**src/xif_pkg.sv**
```systemverilog
// Shared operation, request and response types for the X-interface SIMD offload
package xif_pkg;

  // Major opcode of the custom-0 space, the default offload opcode
  // Custom-1 (7'b0101011) works the same when passed as the top parameter
  localparam logic [6:0] OPCODE_CUSTOM0 = 7'b0001011;

  // Only funct7 value that selects the packed-byte unit
  localparam logic [6:0] FUNCT7_SIMD = 7'b0000000;

  // Highest funct3 value that maps onto an operation
  localparam logic [2:0] FUNCT3_LAST = 3'b101;

  // Accelerator operation, encoded as funct3 of the instruction
  typedef enum logic [2:0] {
    OP_ADD8  = 3'b000,
    OP_SUB8  = 3'b001,
    OP_MINU8 = 3'b010,
    OP_MAXU8 = 3'b011,
    OP_DOTP8 = 3'b100,
    OP_SAD8  = 3'b101
  } xif_op_e;

  // Predecoder answer for one instruction word
  typedef struct packed {
    logic    accept;
    xif_op_e op;
    // Second source operand needed before issue
    logic    use_rs2;
  } xif_prd_rsp_t;

  // Internal request from the adapter to the accelerator, 72 bits
  typedef struct packed {
    xif_op_e     op;
    logic [31:0] rs1;
    logic [31:0] rs2;
    logic [4:0]  rd;
  } xif_c_req_t;

  // Result of the accelerator, also used for the X-response
  typedef struct packed {
    logic [4:0]  rd;
    logic [31:0] data;
  } xif_c_rsp_t;

endpackage

```
**src/simd_byte_unit.sv**
```systemverilog
// Two-stage stallable packed-byte SIMD unit on 32-bit words
`timescale 1ns/1ps

module simd_byte_unit
  import xif_pkg::*;
(
  input  logic       clk_i,
  input  logic       rst_n_i,

  // Request
  input  logic       req_valid_i,
  input  xif_c_req_t req_i,
  output logic       req_ready_o,

  // Result
  output logic       rsp_valid_o,
  output xif_c_rsp_t rsp_o,
  input  logic       rsp_ready_i
);

  // Stage 1 contents, one 16-bit result per byte lane
  typedef struct packed {
    xif_op_e          op;
    logic [4:0]       rd;
    logic [3:0][15:0] lane;
  } stage1_t;

  logic [3:0][7:0] a_bytes;
  logic [3:0][7:0] b_bytes;

  logic            s1_valid_q;
  logic            s1_ready;
  stage1_t         s1_d;
  stage1_t         s1_q;

  logic            s2_valid_q;
  logic            s2_ready;
  logic [31:0]     lane_sum;
  logic [31:0]     s2_data;
  xif_c_rsp_t      s2_q;

  assign a_bytes = req_i.rs1;
  assign b_bytes = req_i.rs2;

  // A stage moves when the next one is empty or moving
  assign s2_ready    = ~s2_valid_q | rsp_ready_i;
  assign s1_ready    = ~s1_valid_q | s2_ready;
  assign req_ready_o = s1_ready;

  // Per-lane operation
  always_comb begin
    s1_d.op = req_i.op;
    s1_d.rd = req_i.rd;
    for (int i = 0; i < 4; i++) begin
      case (req_i.op)
        OP_ADD8:  s1_d.lane[i] = {8'h00, a_bytes[i] + b_bytes[i]};
        OP_SUB8:  s1_d.lane[i] = {8'h00, a_bytes[i] - b_bytes[i]};
        OP_MINU8: s1_d.lane[i] = {8'h00, (a_bytes[i] < b_bytes[i]) ? a_bytes[i] : b_bytes[i]};
        OP_MAXU8: s1_d.lane[i] = {8'h00, (a_bytes[i] > b_bytes[i]) ? a_bytes[i] : b_bytes[i]};
        OP_DOTP8: s1_d.lane[i] = 16'(a_bytes[i]) * 16'(b_bytes[i]);
        OP_SAD8: begin
          if (a_bytes[i] > b_bytes[i]) begin
            s1_d.lane[i] = {8'h00, a_bytes[i] - b_bytes[i]};
          end else begin
            s1_d.lane[i] = {8'h00, b_bytes[i] - a_bytes[i]};
          end
        end
        default:  s1_d.lane[i] = '0;
      endcase
    end
  end

  always_ff @(posedge clk_i) begin
    if (!rst_n_i) begin
      s1_valid_q <= 1'b0;
    end else if (s1_ready) begin
      s1_valid_q <= req_valid_i;
    end
  end

  always_ff @(posedge clk_i) begin
    if (s1_ready && req_valid_i) begin
      s1_q <= s1_d;
    end
  end

  // Reduction across lanes, upper lane bits are zero for SAD8
  assign lane_sum = 32'(s1_q.lane[0]) + 32'(s1_q.lane[1]) +
                    32'(s1_q.lane[2]) + 32'(s1_q.lane[3]);

  // Stage 2 packs or reduces
  always_comb begin
    case (s1_q.op)
      OP_DOTP8, OP_SAD8: s2_data = lane_sum;
      default: begin
        s2_data = {s1_q.lane[3][7:0], s1_q.lane[2][7:0],
                   s1_q.lane[1][7:0], s1_q.lane[0][7:0]};
      end
    endcase
  end

  always_ff @(posedge clk_i) begin
    if (!rst_n_i) begin
      s2_valid_q <= 1'b0;
    end else if (s2_ready) begin
      s2_valid_q <= s1_valid_q;
    end
  end

  always_ff @(posedge clk_i) begin
    if (s2_ready && s1_valid_q) begin
      s2_q.rd   <= s1_q.rd;
      s2_q.data <= s2_data;
    end
  end

  assign rsp_valid_o = s2_valid_q;
  assign rsp_o       = s2_q;

endmodule

```
**src/xif_adapter.sv**
```systemverilog
// Adapter from the flat X channels to the internal C channel with a registered response slice
`timescale 1ns/1ps

module xif_adapter
  import xif_pkg::*;
(
  input  logic             clk_i,
  input  logic             rst_n_i,

  // X-request and accept sideband
  input  logic             x_q_valid_i,
  input  logic [31:0]      x_q_instr_i,
  input  logic [1:0][31:0] x_q_rs_i,
  input  logic [1:0]       x_q_rs_valid_i,
  output logic             x_q_ready_o,
  output logic             x_k_accept_o,
  output logic             x_k_writeback_o,

  // Predecoder
  output logic [31:0]      prd_instr_o,
  input  xif_prd_rsp_t     prd_i,

  // C-request towards the accelerator
  output logic             c_req_valid_o,
  output xif_c_req_t       c_req_o,
  input  logic             c_req_ready_i,

  // C-response from the accelerator
  input  logic             c_rsp_valid_i,
  input  xif_c_rsp_t       c_rsp_i,
  output logic             c_rsp_ready_o,

  // X-response
  output logic             x_p_valid_o,
  output xif_c_rsp_t       x_p_o,
  input  logic             x_p_ready_i
);

  logic       operands_ok;
  logic       rsp_valid_q;
  xif_c_rsp_t rsp_q;

  assign prd_instr_o = x_q_instr_i;

  // rs1 always needed, rs2 only when the predecoder asks for it
  assign operands_ok = x_q_rs_valid_i[0] & (x_q_rs_valid_i[1] | ~prd_i.use_rs2);

  // Every accepted operation writes rd
  assign x_k_accept_o    = prd_i.accept;
  assign x_k_writeback_o = prd_i.accept;

  // Accepted requests wait for operands and a free accelerator
  assign c_req_valid_o = x_q_valid_i & prd_i.accept & operands_ok;

  // Rejected requests are acknowledged at once
  assign x_q_ready_o = x_q_valid_i & (~prd_i.accept | (operands_ok & c_req_ready_i));

  always_comb begin
    c_req_o.op  = prd_i.op;
    c_req_o.rs1 = x_q_rs_i[0];
    c_req_o.rs2 = prd_i.use_rs2 ? x_q_rs_i[1] : '0;
    c_req_o.rd  = x_q_instr_i[11:7];
  end

  // One-entry response register, refilled while it drains
  assign c_rsp_ready_o = ~rsp_valid_q | x_p_ready_i;

  always_ff @(posedge clk_i) begin
    if (!rst_n_i) begin
      rsp_valid_q <= 1'b0;
    end else if (c_rsp_ready_o) begin
      rsp_valid_q <= c_rsp_valid_i;
    end
  end

  always_ff @(posedge clk_i) begin
    if (c_rsp_valid_i && c_rsp_ready_o) begin
      rsp_q <= c_rsp_i;
    end
  end

  assign x_p_valid_o = rsp_valid_q;
  assign x_p_o       = rsp_q;

endmodule

```
**src/xif_offload_top.sv**
```systemverilog
// Offload subsystem top with flat X-interface ports around adapter, predecoder and SIMD unit
`timescale 1ns/1ps

module xif_offload_top
  import xif_pkg::*;
#(
  parameter logic [6:0] CustomOpcode = OPCODE_CUSTOM0
) (
  input  logic             clk_i,
  input  logic             rst_n_i,

  // X-request channel
  input  logic             x_q_valid_i,
  output logic             x_q_ready_o,
  input  logic [31:0]      x_q_instr_data_i,
  input  logic [1:0][31:0] x_q_rs_i,
  input  logic [1:0]       x_q_rs_valid_i,
  output logic             x_k_accept_o,
  output logic             x_k_writeback_o,

  // X-response channel
  output logic             x_p_valid_o,
  input  logic             x_p_ready_i,
  output logic [4:0]       x_p_rd_o,
  output logic [31:0]      x_p_data_o
);

  logic [31:0]  prd_instr;
  xif_prd_rsp_t prd_rsp;

  logic         c_q_valid;
  logic         c_q_ready;
  xif_c_req_t   c_req;

  logic         c_p_valid;
  logic         c_p_ready;
  xif_c_rsp_t   c_rsp;

  xif_c_rsp_t   x_rsp;

  // X-response struct onto flat ports
  assign x_p_rd_o   = x_rsp.rd;
  assign x_p_data_o = x_rsp.data;

  xif_adapter u_adapter (
    .clk_i          (clk_i),
    .rst_n_i        (rst_n_i),
    .x_q_valid_i    (x_q_valid_i),
    .x_q_instr_i    (x_q_instr_data_i),
    .x_q_rs_i       (x_q_rs_i),
    .x_q_rs_valid_i (x_q_rs_valid_i),
    .x_q_ready_o    (x_q_ready_o),
    .x_k_accept_o   (x_k_accept_o),
    .x_k_writeback_o(x_k_writeback_o),
    .prd_instr_o    (prd_instr),
    .prd_i          (prd_rsp),
    .c_req_valid_o  (c_q_valid),
    .c_req_o        (c_req),
    .c_req_ready_i  (c_q_ready),
    .c_rsp_valid_i  (c_p_valid),
    .c_rsp_i        (c_rsp),
    .c_rsp_ready_o  (c_p_ready),
    .x_p_valid_o    (x_p_valid_o),
    .x_p_o          (x_rsp),
    .x_p_ready_i    (x_p_ready_i)
  );

  xif_predecoder #(
    .CustomOpcode(CustomOpcode)
  ) u_predecoder (
    .instr_i(prd_instr),
    .prd_o  (prd_rsp)
  );

  simd_byte_unit u_simd (
    .clk_i      (clk_i),
    .rst_n_i    (rst_n_i),
    .req_valid_i(c_q_valid),
    .req_i      (c_req),
    .req_ready_o(c_q_ready),
    .rsp_valid_o(c_p_valid),
    .rsp_o      (c_rsp),
    .rsp_ready_i(c_p_ready)
  );

endmodule

```
**src/xif_predecoder.sv**
```systemverilog
// Combinational predecoder deciding acceptance and operation of an instruction word
`timescale 1ns/1ps

module xif_predecoder
  import xif_pkg::*;
#(
  parameter logic [6:0] CustomOpcode = OPCODE_CUSTOM0
) (
  input  logic [31:0]  instr_i,
  output xif_prd_rsp_t prd_o
);

  logic [6:0] opcode;
  logic [2:0] funct3;
  logic [6:0] funct7;
  logic       match;
  xif_op_e    op;

  // R-type fields
  assign opcode = instr_i[6:0];
  assign funct3 = instr_i[14:12];
  assign funct7 = instr_i[31:25];

  assign match = (opcode == CustomOpcode) &&
                 (funct7 == FUNCT7_SIMD) &&
                 (funct3 <= FUNCT3_LAST);

  always_comb begin
    op            = OP_ADD8;
    prd_o.accept  = match;
    prd_o.use_rs2 = 1'b0;
    if (match) begin
      op = xif_op_e'(funct3);
      // Source needs per operation, all current ones are two-source
      case (op)
        OP_ADD8, OP_SUB8:   prd_o.use_rs2 = 1'b1;
        OP_MINU8, OP_MAXU8: prd_o.use_rs2 = 1'b1;
        OP_DOTP8, OP_SAD8:  prd_o.use_rs2 = 1'b1;
        default:            prd_o.use_rs2 = 1'b0;
      endcase
    end
    prd_o.op = op;
  end

endmodule

```
**config.mk**
```make
export PLATFORM = sky130hd
export DESIGN_NAME = xif_offload_top
export DESIGN_NICKNAME = d
export VERILOG_FILES = /design/src/xif_pkg.sv /design/src/simd_byte_unit.sv /design/src/xif_adapter.sv /design/src/xif_offload_top.sv /design/src/xif_predecoder.sv
export SDC_FILE = /design/constraint.sdc
export NUM_CORES = 1
export LEC_CHECK = 0
export ABC_AREA = 1
export BUFFER_PORTS_ARGS = -buffer_cell sky130_fd_sc_hd__buf_2
export CAP_MARGIN = 25
export CORE_ASPECT_RATIO = 1.5
export CORE_UTILIZATION = 60
export CTS_BUF_LIST = sky130_fd_sc_hd__clkbuf_4 sky130_fd_sc_hd__clkbuf_8
export CTS_CLUSTER_DIAMETER = 60
export CTS_CLUSTER_SIZE = 8
export DETAILED_ROUTE_END_ITERATION = 16
export PLACE_DENSITY = 0.79
export SLEW_MARGIN = 30
export SYNTH_ARGS = -nofsm -noshare
export SYNTH_HDL_FRONTEND = slang
export SYNTH_HIERARCHICAL = 1
export SYNTH_SLANG_ARGS = --single-unit
```
**constraint.sdc**
```tcl
create_clock -name clk_i -period 13.9 [get_ports clk_i]
set_input_delay 1.39 -clock clk_i [delete_from_list [all_inputs] [get_ports clk_i]]
set_output_delay 1.39 -clock clk_i [all_outputs]
set_load 0.01 [all_outputs]
```
Word-level counts from Yosys, hierarchy flattened
Cells that the tools add are included.

cells by class
  add/subtract/negate cells = 15
  $mul = 4
  order comparisons = 9
  equality and inequality tests = 13
  multiplexer cells = 21
  bitwise logic cells = 15
  reduce and logical (&&, ||, !) cells = 10

operators by type and width
  operator            count
  $pmux 16 s6         4
  $mux 8              12
  $add 32x16->32      2
  $mul 8x8->16        4
  $mux 32             2
  $sub 8x8->8         8
  $add 8x8->8         4
  $gt 8x8->1          4
  $lt 8x8->1          4
  $eq 3x3->1 const B  6
  $add 16x16->17      1
  $eq 3x2->1 const B  4
  $eq 7x4->1 const B  1
  $logic_not 7->1     1
  $eq 3x1->1 const B  2
  $logic_not 3->1     2
  $reduce_or 6->1     1
  $and 1x1->1         5
  $logic_and 1x1->1   5
  $not 1->1           5
  $or 1x1->1          5
  $le 3x3->1 const B  1
  $mux 3              1
  $mux 1              2
  $reduce_or 2->1     1

storage, ports and cells
  bits in registers = 149
  input bits = 102
  output and inout port bits = 41
  word-level logic and storage cells = 100

Longest topological paths before layout
  depth after elaboration = 10
  gate-level depth with buffers = 30
  depth with buffers taken out = 26

Modules after synthesis
The synthesis kept the hierarchy.

by module, submodules not included
  module          instances  cells each  area an instance (sq um)  sequential area each (sq um)
  simd_byte_unit  1          2832        20352.0                   3283.1
  xif_adapter     1          192         2053.2                    1131.1
  xif_predecoder  1          25          116.4                     0.0

Worst setup path after synthesis
OpenSTA, ideal clock, no wires.

  kind = in2reg
  from = input port x_q_instr_data_i[27]
  to = register u_simd/s1_q[11] (netlist name), data pin
  library setup time = 0.253 ns
  arrival = 5.744 ns
  required time = 13.647 ns
  path slack = 7.903 ns
  stages on the path = 27
  cells stage by stage = buf_4 nor2_1 nand2_1 nor2_2 nand2_2 inv_1 buf_6 buf_8 nand2_1 inv_1 clkbuf_1 nand2_1 fa_1 fa_1 inv_1 fa_1 inv_1 fa_1 inv_1 ha_1 nand2_1 o21ai_0 a21oi_1 o21ai_0 nand2_1 nand2_1 nor2_1

RTL lines
  item                  RTL line               source
  start, declared       xif_offload_top.sv:15  input logic [31:0] x_q_instr_data_i,
  end signal, assigned  simd_byte_unit.sv:83   s1_q <= s1_d;
  end, declared         simd_byte_unit.sv:34   stage1_t s1_q;

==> reports/summary.md <==
The sequential cells in the finished layout cover a total of 4414 um2. The floorplan step set the die width to 159.8 um. In this run the critical register-to-register path is launched from u_simd/s1_q[17]$_SDFFCE_PN0P_. The startpoint identified for the worst hold timing path is u_simd/rsp_o[3]$_DFFE_PP_. Among the stages of the critical path, the cell type that occurs most often is nand2_1.

The delay of the slowest cell on the worst path came out at 530 ps. The summed instance area of the synthesized netlist is 22410 um2. The multi-input combinational cells in the finished layout cover a total of 14470 um2.

Setup repair after global routing left no endpoint under its margin. Buffer and inverter count on the worst path: 6. In the routed design, unresolved DRC markers number 0. The logs give 17 for the number of CTS-inserted buffers and 0 for the hold buffer count at CTS. Start point of the critical path: x_q_instr_data_i[29]. The worst-case register-to-register setup slack is 10440 ps. The cell at the root of the clock tree was clkbuf_8. Once detail routing completed, the nets flagged for antenna violations numbered 0.

Summed over all layers, the routed wires come to 61110 um. The tools report the achievable frequency as 155.6 MHz. The worst path in the final design needs a cycle of 6428 ps, including I/O delays and setup.

For the minimum hold slack, the log shows 420.6 ps. After the first detailed-routing iteration, the DRC count stood at 1443. The logs give 3577 for the total nets after synthesis and 148 for the CTS sink count. After routing the design area is 23120 um2. Once the clock tree was built, the setup fixing pass inserted 0 buffers. The tools report the number of top-level pins as 143.

By startpoint and endpoint, the worst setup path is classified as input port to flip-flop. The count of endpoints failing hold in the final timing report is 0. In the final layout, the share of cells above drive strength 1 is 7.794%. The detailed-routing iteration count for the pre-antenna-repair pass is 6, and the highest fanout seen on the critical path is 33. In this run the core area contains 86 standard-cell rows. The routed layout has 19540 vias. The ratio of total power to cell area works out to 42.84 nW/um2. The number of antenna diodes in the final layout is 0. After global routing the overflow that remains totals 0.

The number of antenna violations at the first check in global routing was 0; the mean cell area of the mapped netlist was 7.386 um2. Summed over all cells, the static leakage comes to 12.94 nW. After detailed placement, the total cell area comes to 22680 um2. The via-per-instance ratio was 5.564; the overall die area was 38140 um2.

At the pin with the least slew margin, the transition time is 882.9 ps. The number of violations of the max-capacitance limit was 0; the summed negative setup slack over all endpoints was 0 ps. The signal on the critical path passes through buf_2, nor2_1, nand2_1, nor2_2, nand2_2, inv_1, buf_4, nand2_1, inv_1, ha_1, fa_1, fa_1, fa_1, inv_1, fa_1, inv_1, ha_1, nand2_1, o21ai_0, a21oi_1, o21ai_0, nand2_1, nand2_1, nor2_1.

The die is 238.7 um tall. The type of element launching the critical path was an input port. The first global-routing pass estimated 97680 um of wire.

Yosys printed 6 warnings. The total of endpoints with negative setup slack in the final report is 0, and the insertion delay of the later-clocked pin in the worst-skew pair is 450 ps. The run gives 54.43 uV as the peak supply drop. TritonCTS built the clock tree.

Fill cells in the final layout number 3354. The placer congestion estimate was 1.009. Cells fill 62.83% of the core in the end. Worst setup skew after layout: 11.81 ps. The logs give 4 for the count of H-tree levels built during CTS and 2 for the buffer depth of the longest clock path. The number of port buffers came out at 132.

Number of global-route vias before repair: 19530. The final layout contains 3558 nets. The starting utilization of the core area was 60.89%.

The number of instances in the synthesized netlist is 3034, and the clock input transition at the sequential cells of the worst setup and hold paths is 80 ps. The flow ran to the end, and the final reports show no timing, DRC or antenna violations. The smallest setup slack after layout is 7472 ps, and the pin count of the biggest net entering global routing is 41. In the final routed layout, each cell accounts on average for 17.40 um.

The largest individual stage delay along the critical path comes from the cell fa_1. The placed wire-length estimate is 48400 um, and the final critical-path share of the clock period is 46.25%. STA classifies the critical path endpoint as a flip-flop. The floorplan step defined a core boundary enclosing 36800 um2. The run gives 14100 ps as the data required time at the worst endpoint. For this run, the total global-route usage over all layers was measured as 32.71%. The gate family responsible for the most delay along the worst path was adder cells. The signal arrival time at the worst endpoint was 6630 ps; the number of max-slew violations in the final report was 0.

OpenSTA, run right after detailed placement, puts the worst setup slack at 7015 ps. The area added between synthesis and finish came out at 3.183%. The classification of the worst-slack hold path was flip-flop to flip-flop.

In this run the tightest slew margin relative to its limit is 40.95%. The number of gates resized after CTS was 0.
[metal layers]
| metal | vias to the layer above | global-route usage (%) | share of wire [%] |
|---|---|---|---|
| met3 | 197 | 3.053 | 5.8 |
| met4 | 0 | 16.54 | 4.6 |
| met5 | - | 0 | 0 |
| met1 | 9195 | 38.32 | 39 |
| met2 | 816 | 59.52 | 51 |
| li1 | 9333 | - | - |
[state kept, by name (all words and copies together) (netlist names)]
signal / count
u_simd/rsp_o: 37
u_simd/s1_q: 71
u_simd/rsp_valid_o: 1
u_adapter/x_p_o: 37
u_adapter/x_p_valid_o: 1
u_simd/s1_valid_q: 1
[layout make-up]
type / instances / share of cell area [%]
Multi-Input combinational cell: 2061 / 62.59
Tap cell: 484 / 2.619
Clock buffer: 18 / 1.044
Sequential cell: 148 / 19.09
Timing Repair Buffer: 142 / 3.301
Clock inverter: 14 / 0.8766
Inverter: 645 / 10.48
[placed cells by master (no fill, tap or decap), types with 26 or more instances in the layout]
cell type and n:
nand2_1 725, inv_1 635, ha_1 253, nand3_1 241
nor2_1 204, fa_1 188, a21oi_1 149, edfxtp_1 145
buf_2 132, o21ai_0 103, nand4_1 27, o211ai_1 26
[power breakdown]
| group | internal, mW | leakage, nW | switching (mW) |
|---|---|---|---|
| Combinational | 0.0431 | 11.5 | 0.100 |
| Sequential | 0.483 | 1.26 | 0.00000498 |
| Clock | 0.200 | 0.226 | 0.164 |
| Total | 0.726 | 12.9 | 0.264 |
[metrics by stage]
stage | cells | power, mW
after floorplan | 3034 | 0.6088
after global placement | 3478 | 0.6319
after detailed placement | 3480 | 0.6340
after CTS | 3512 | 0.9959
after global routing | 3512 | 1.028
final | 3512 | 0.9905
[worst paths after layout]
check | end | depth (start not counted)
max | u_simd/s1_q[59]$_SDFFCE_PN0P_ | 24
min | u_adapter/x_p_o[3]$_DFFE_PP_ | 0
max reg2reg | u_simd/rsp_o[15]$_DFFE_PP_ | 15
min reg2reg | u_adapter/x_p_o[3]$_DFFE_PP_ | 0
Power figures use the tool's default switching activity.
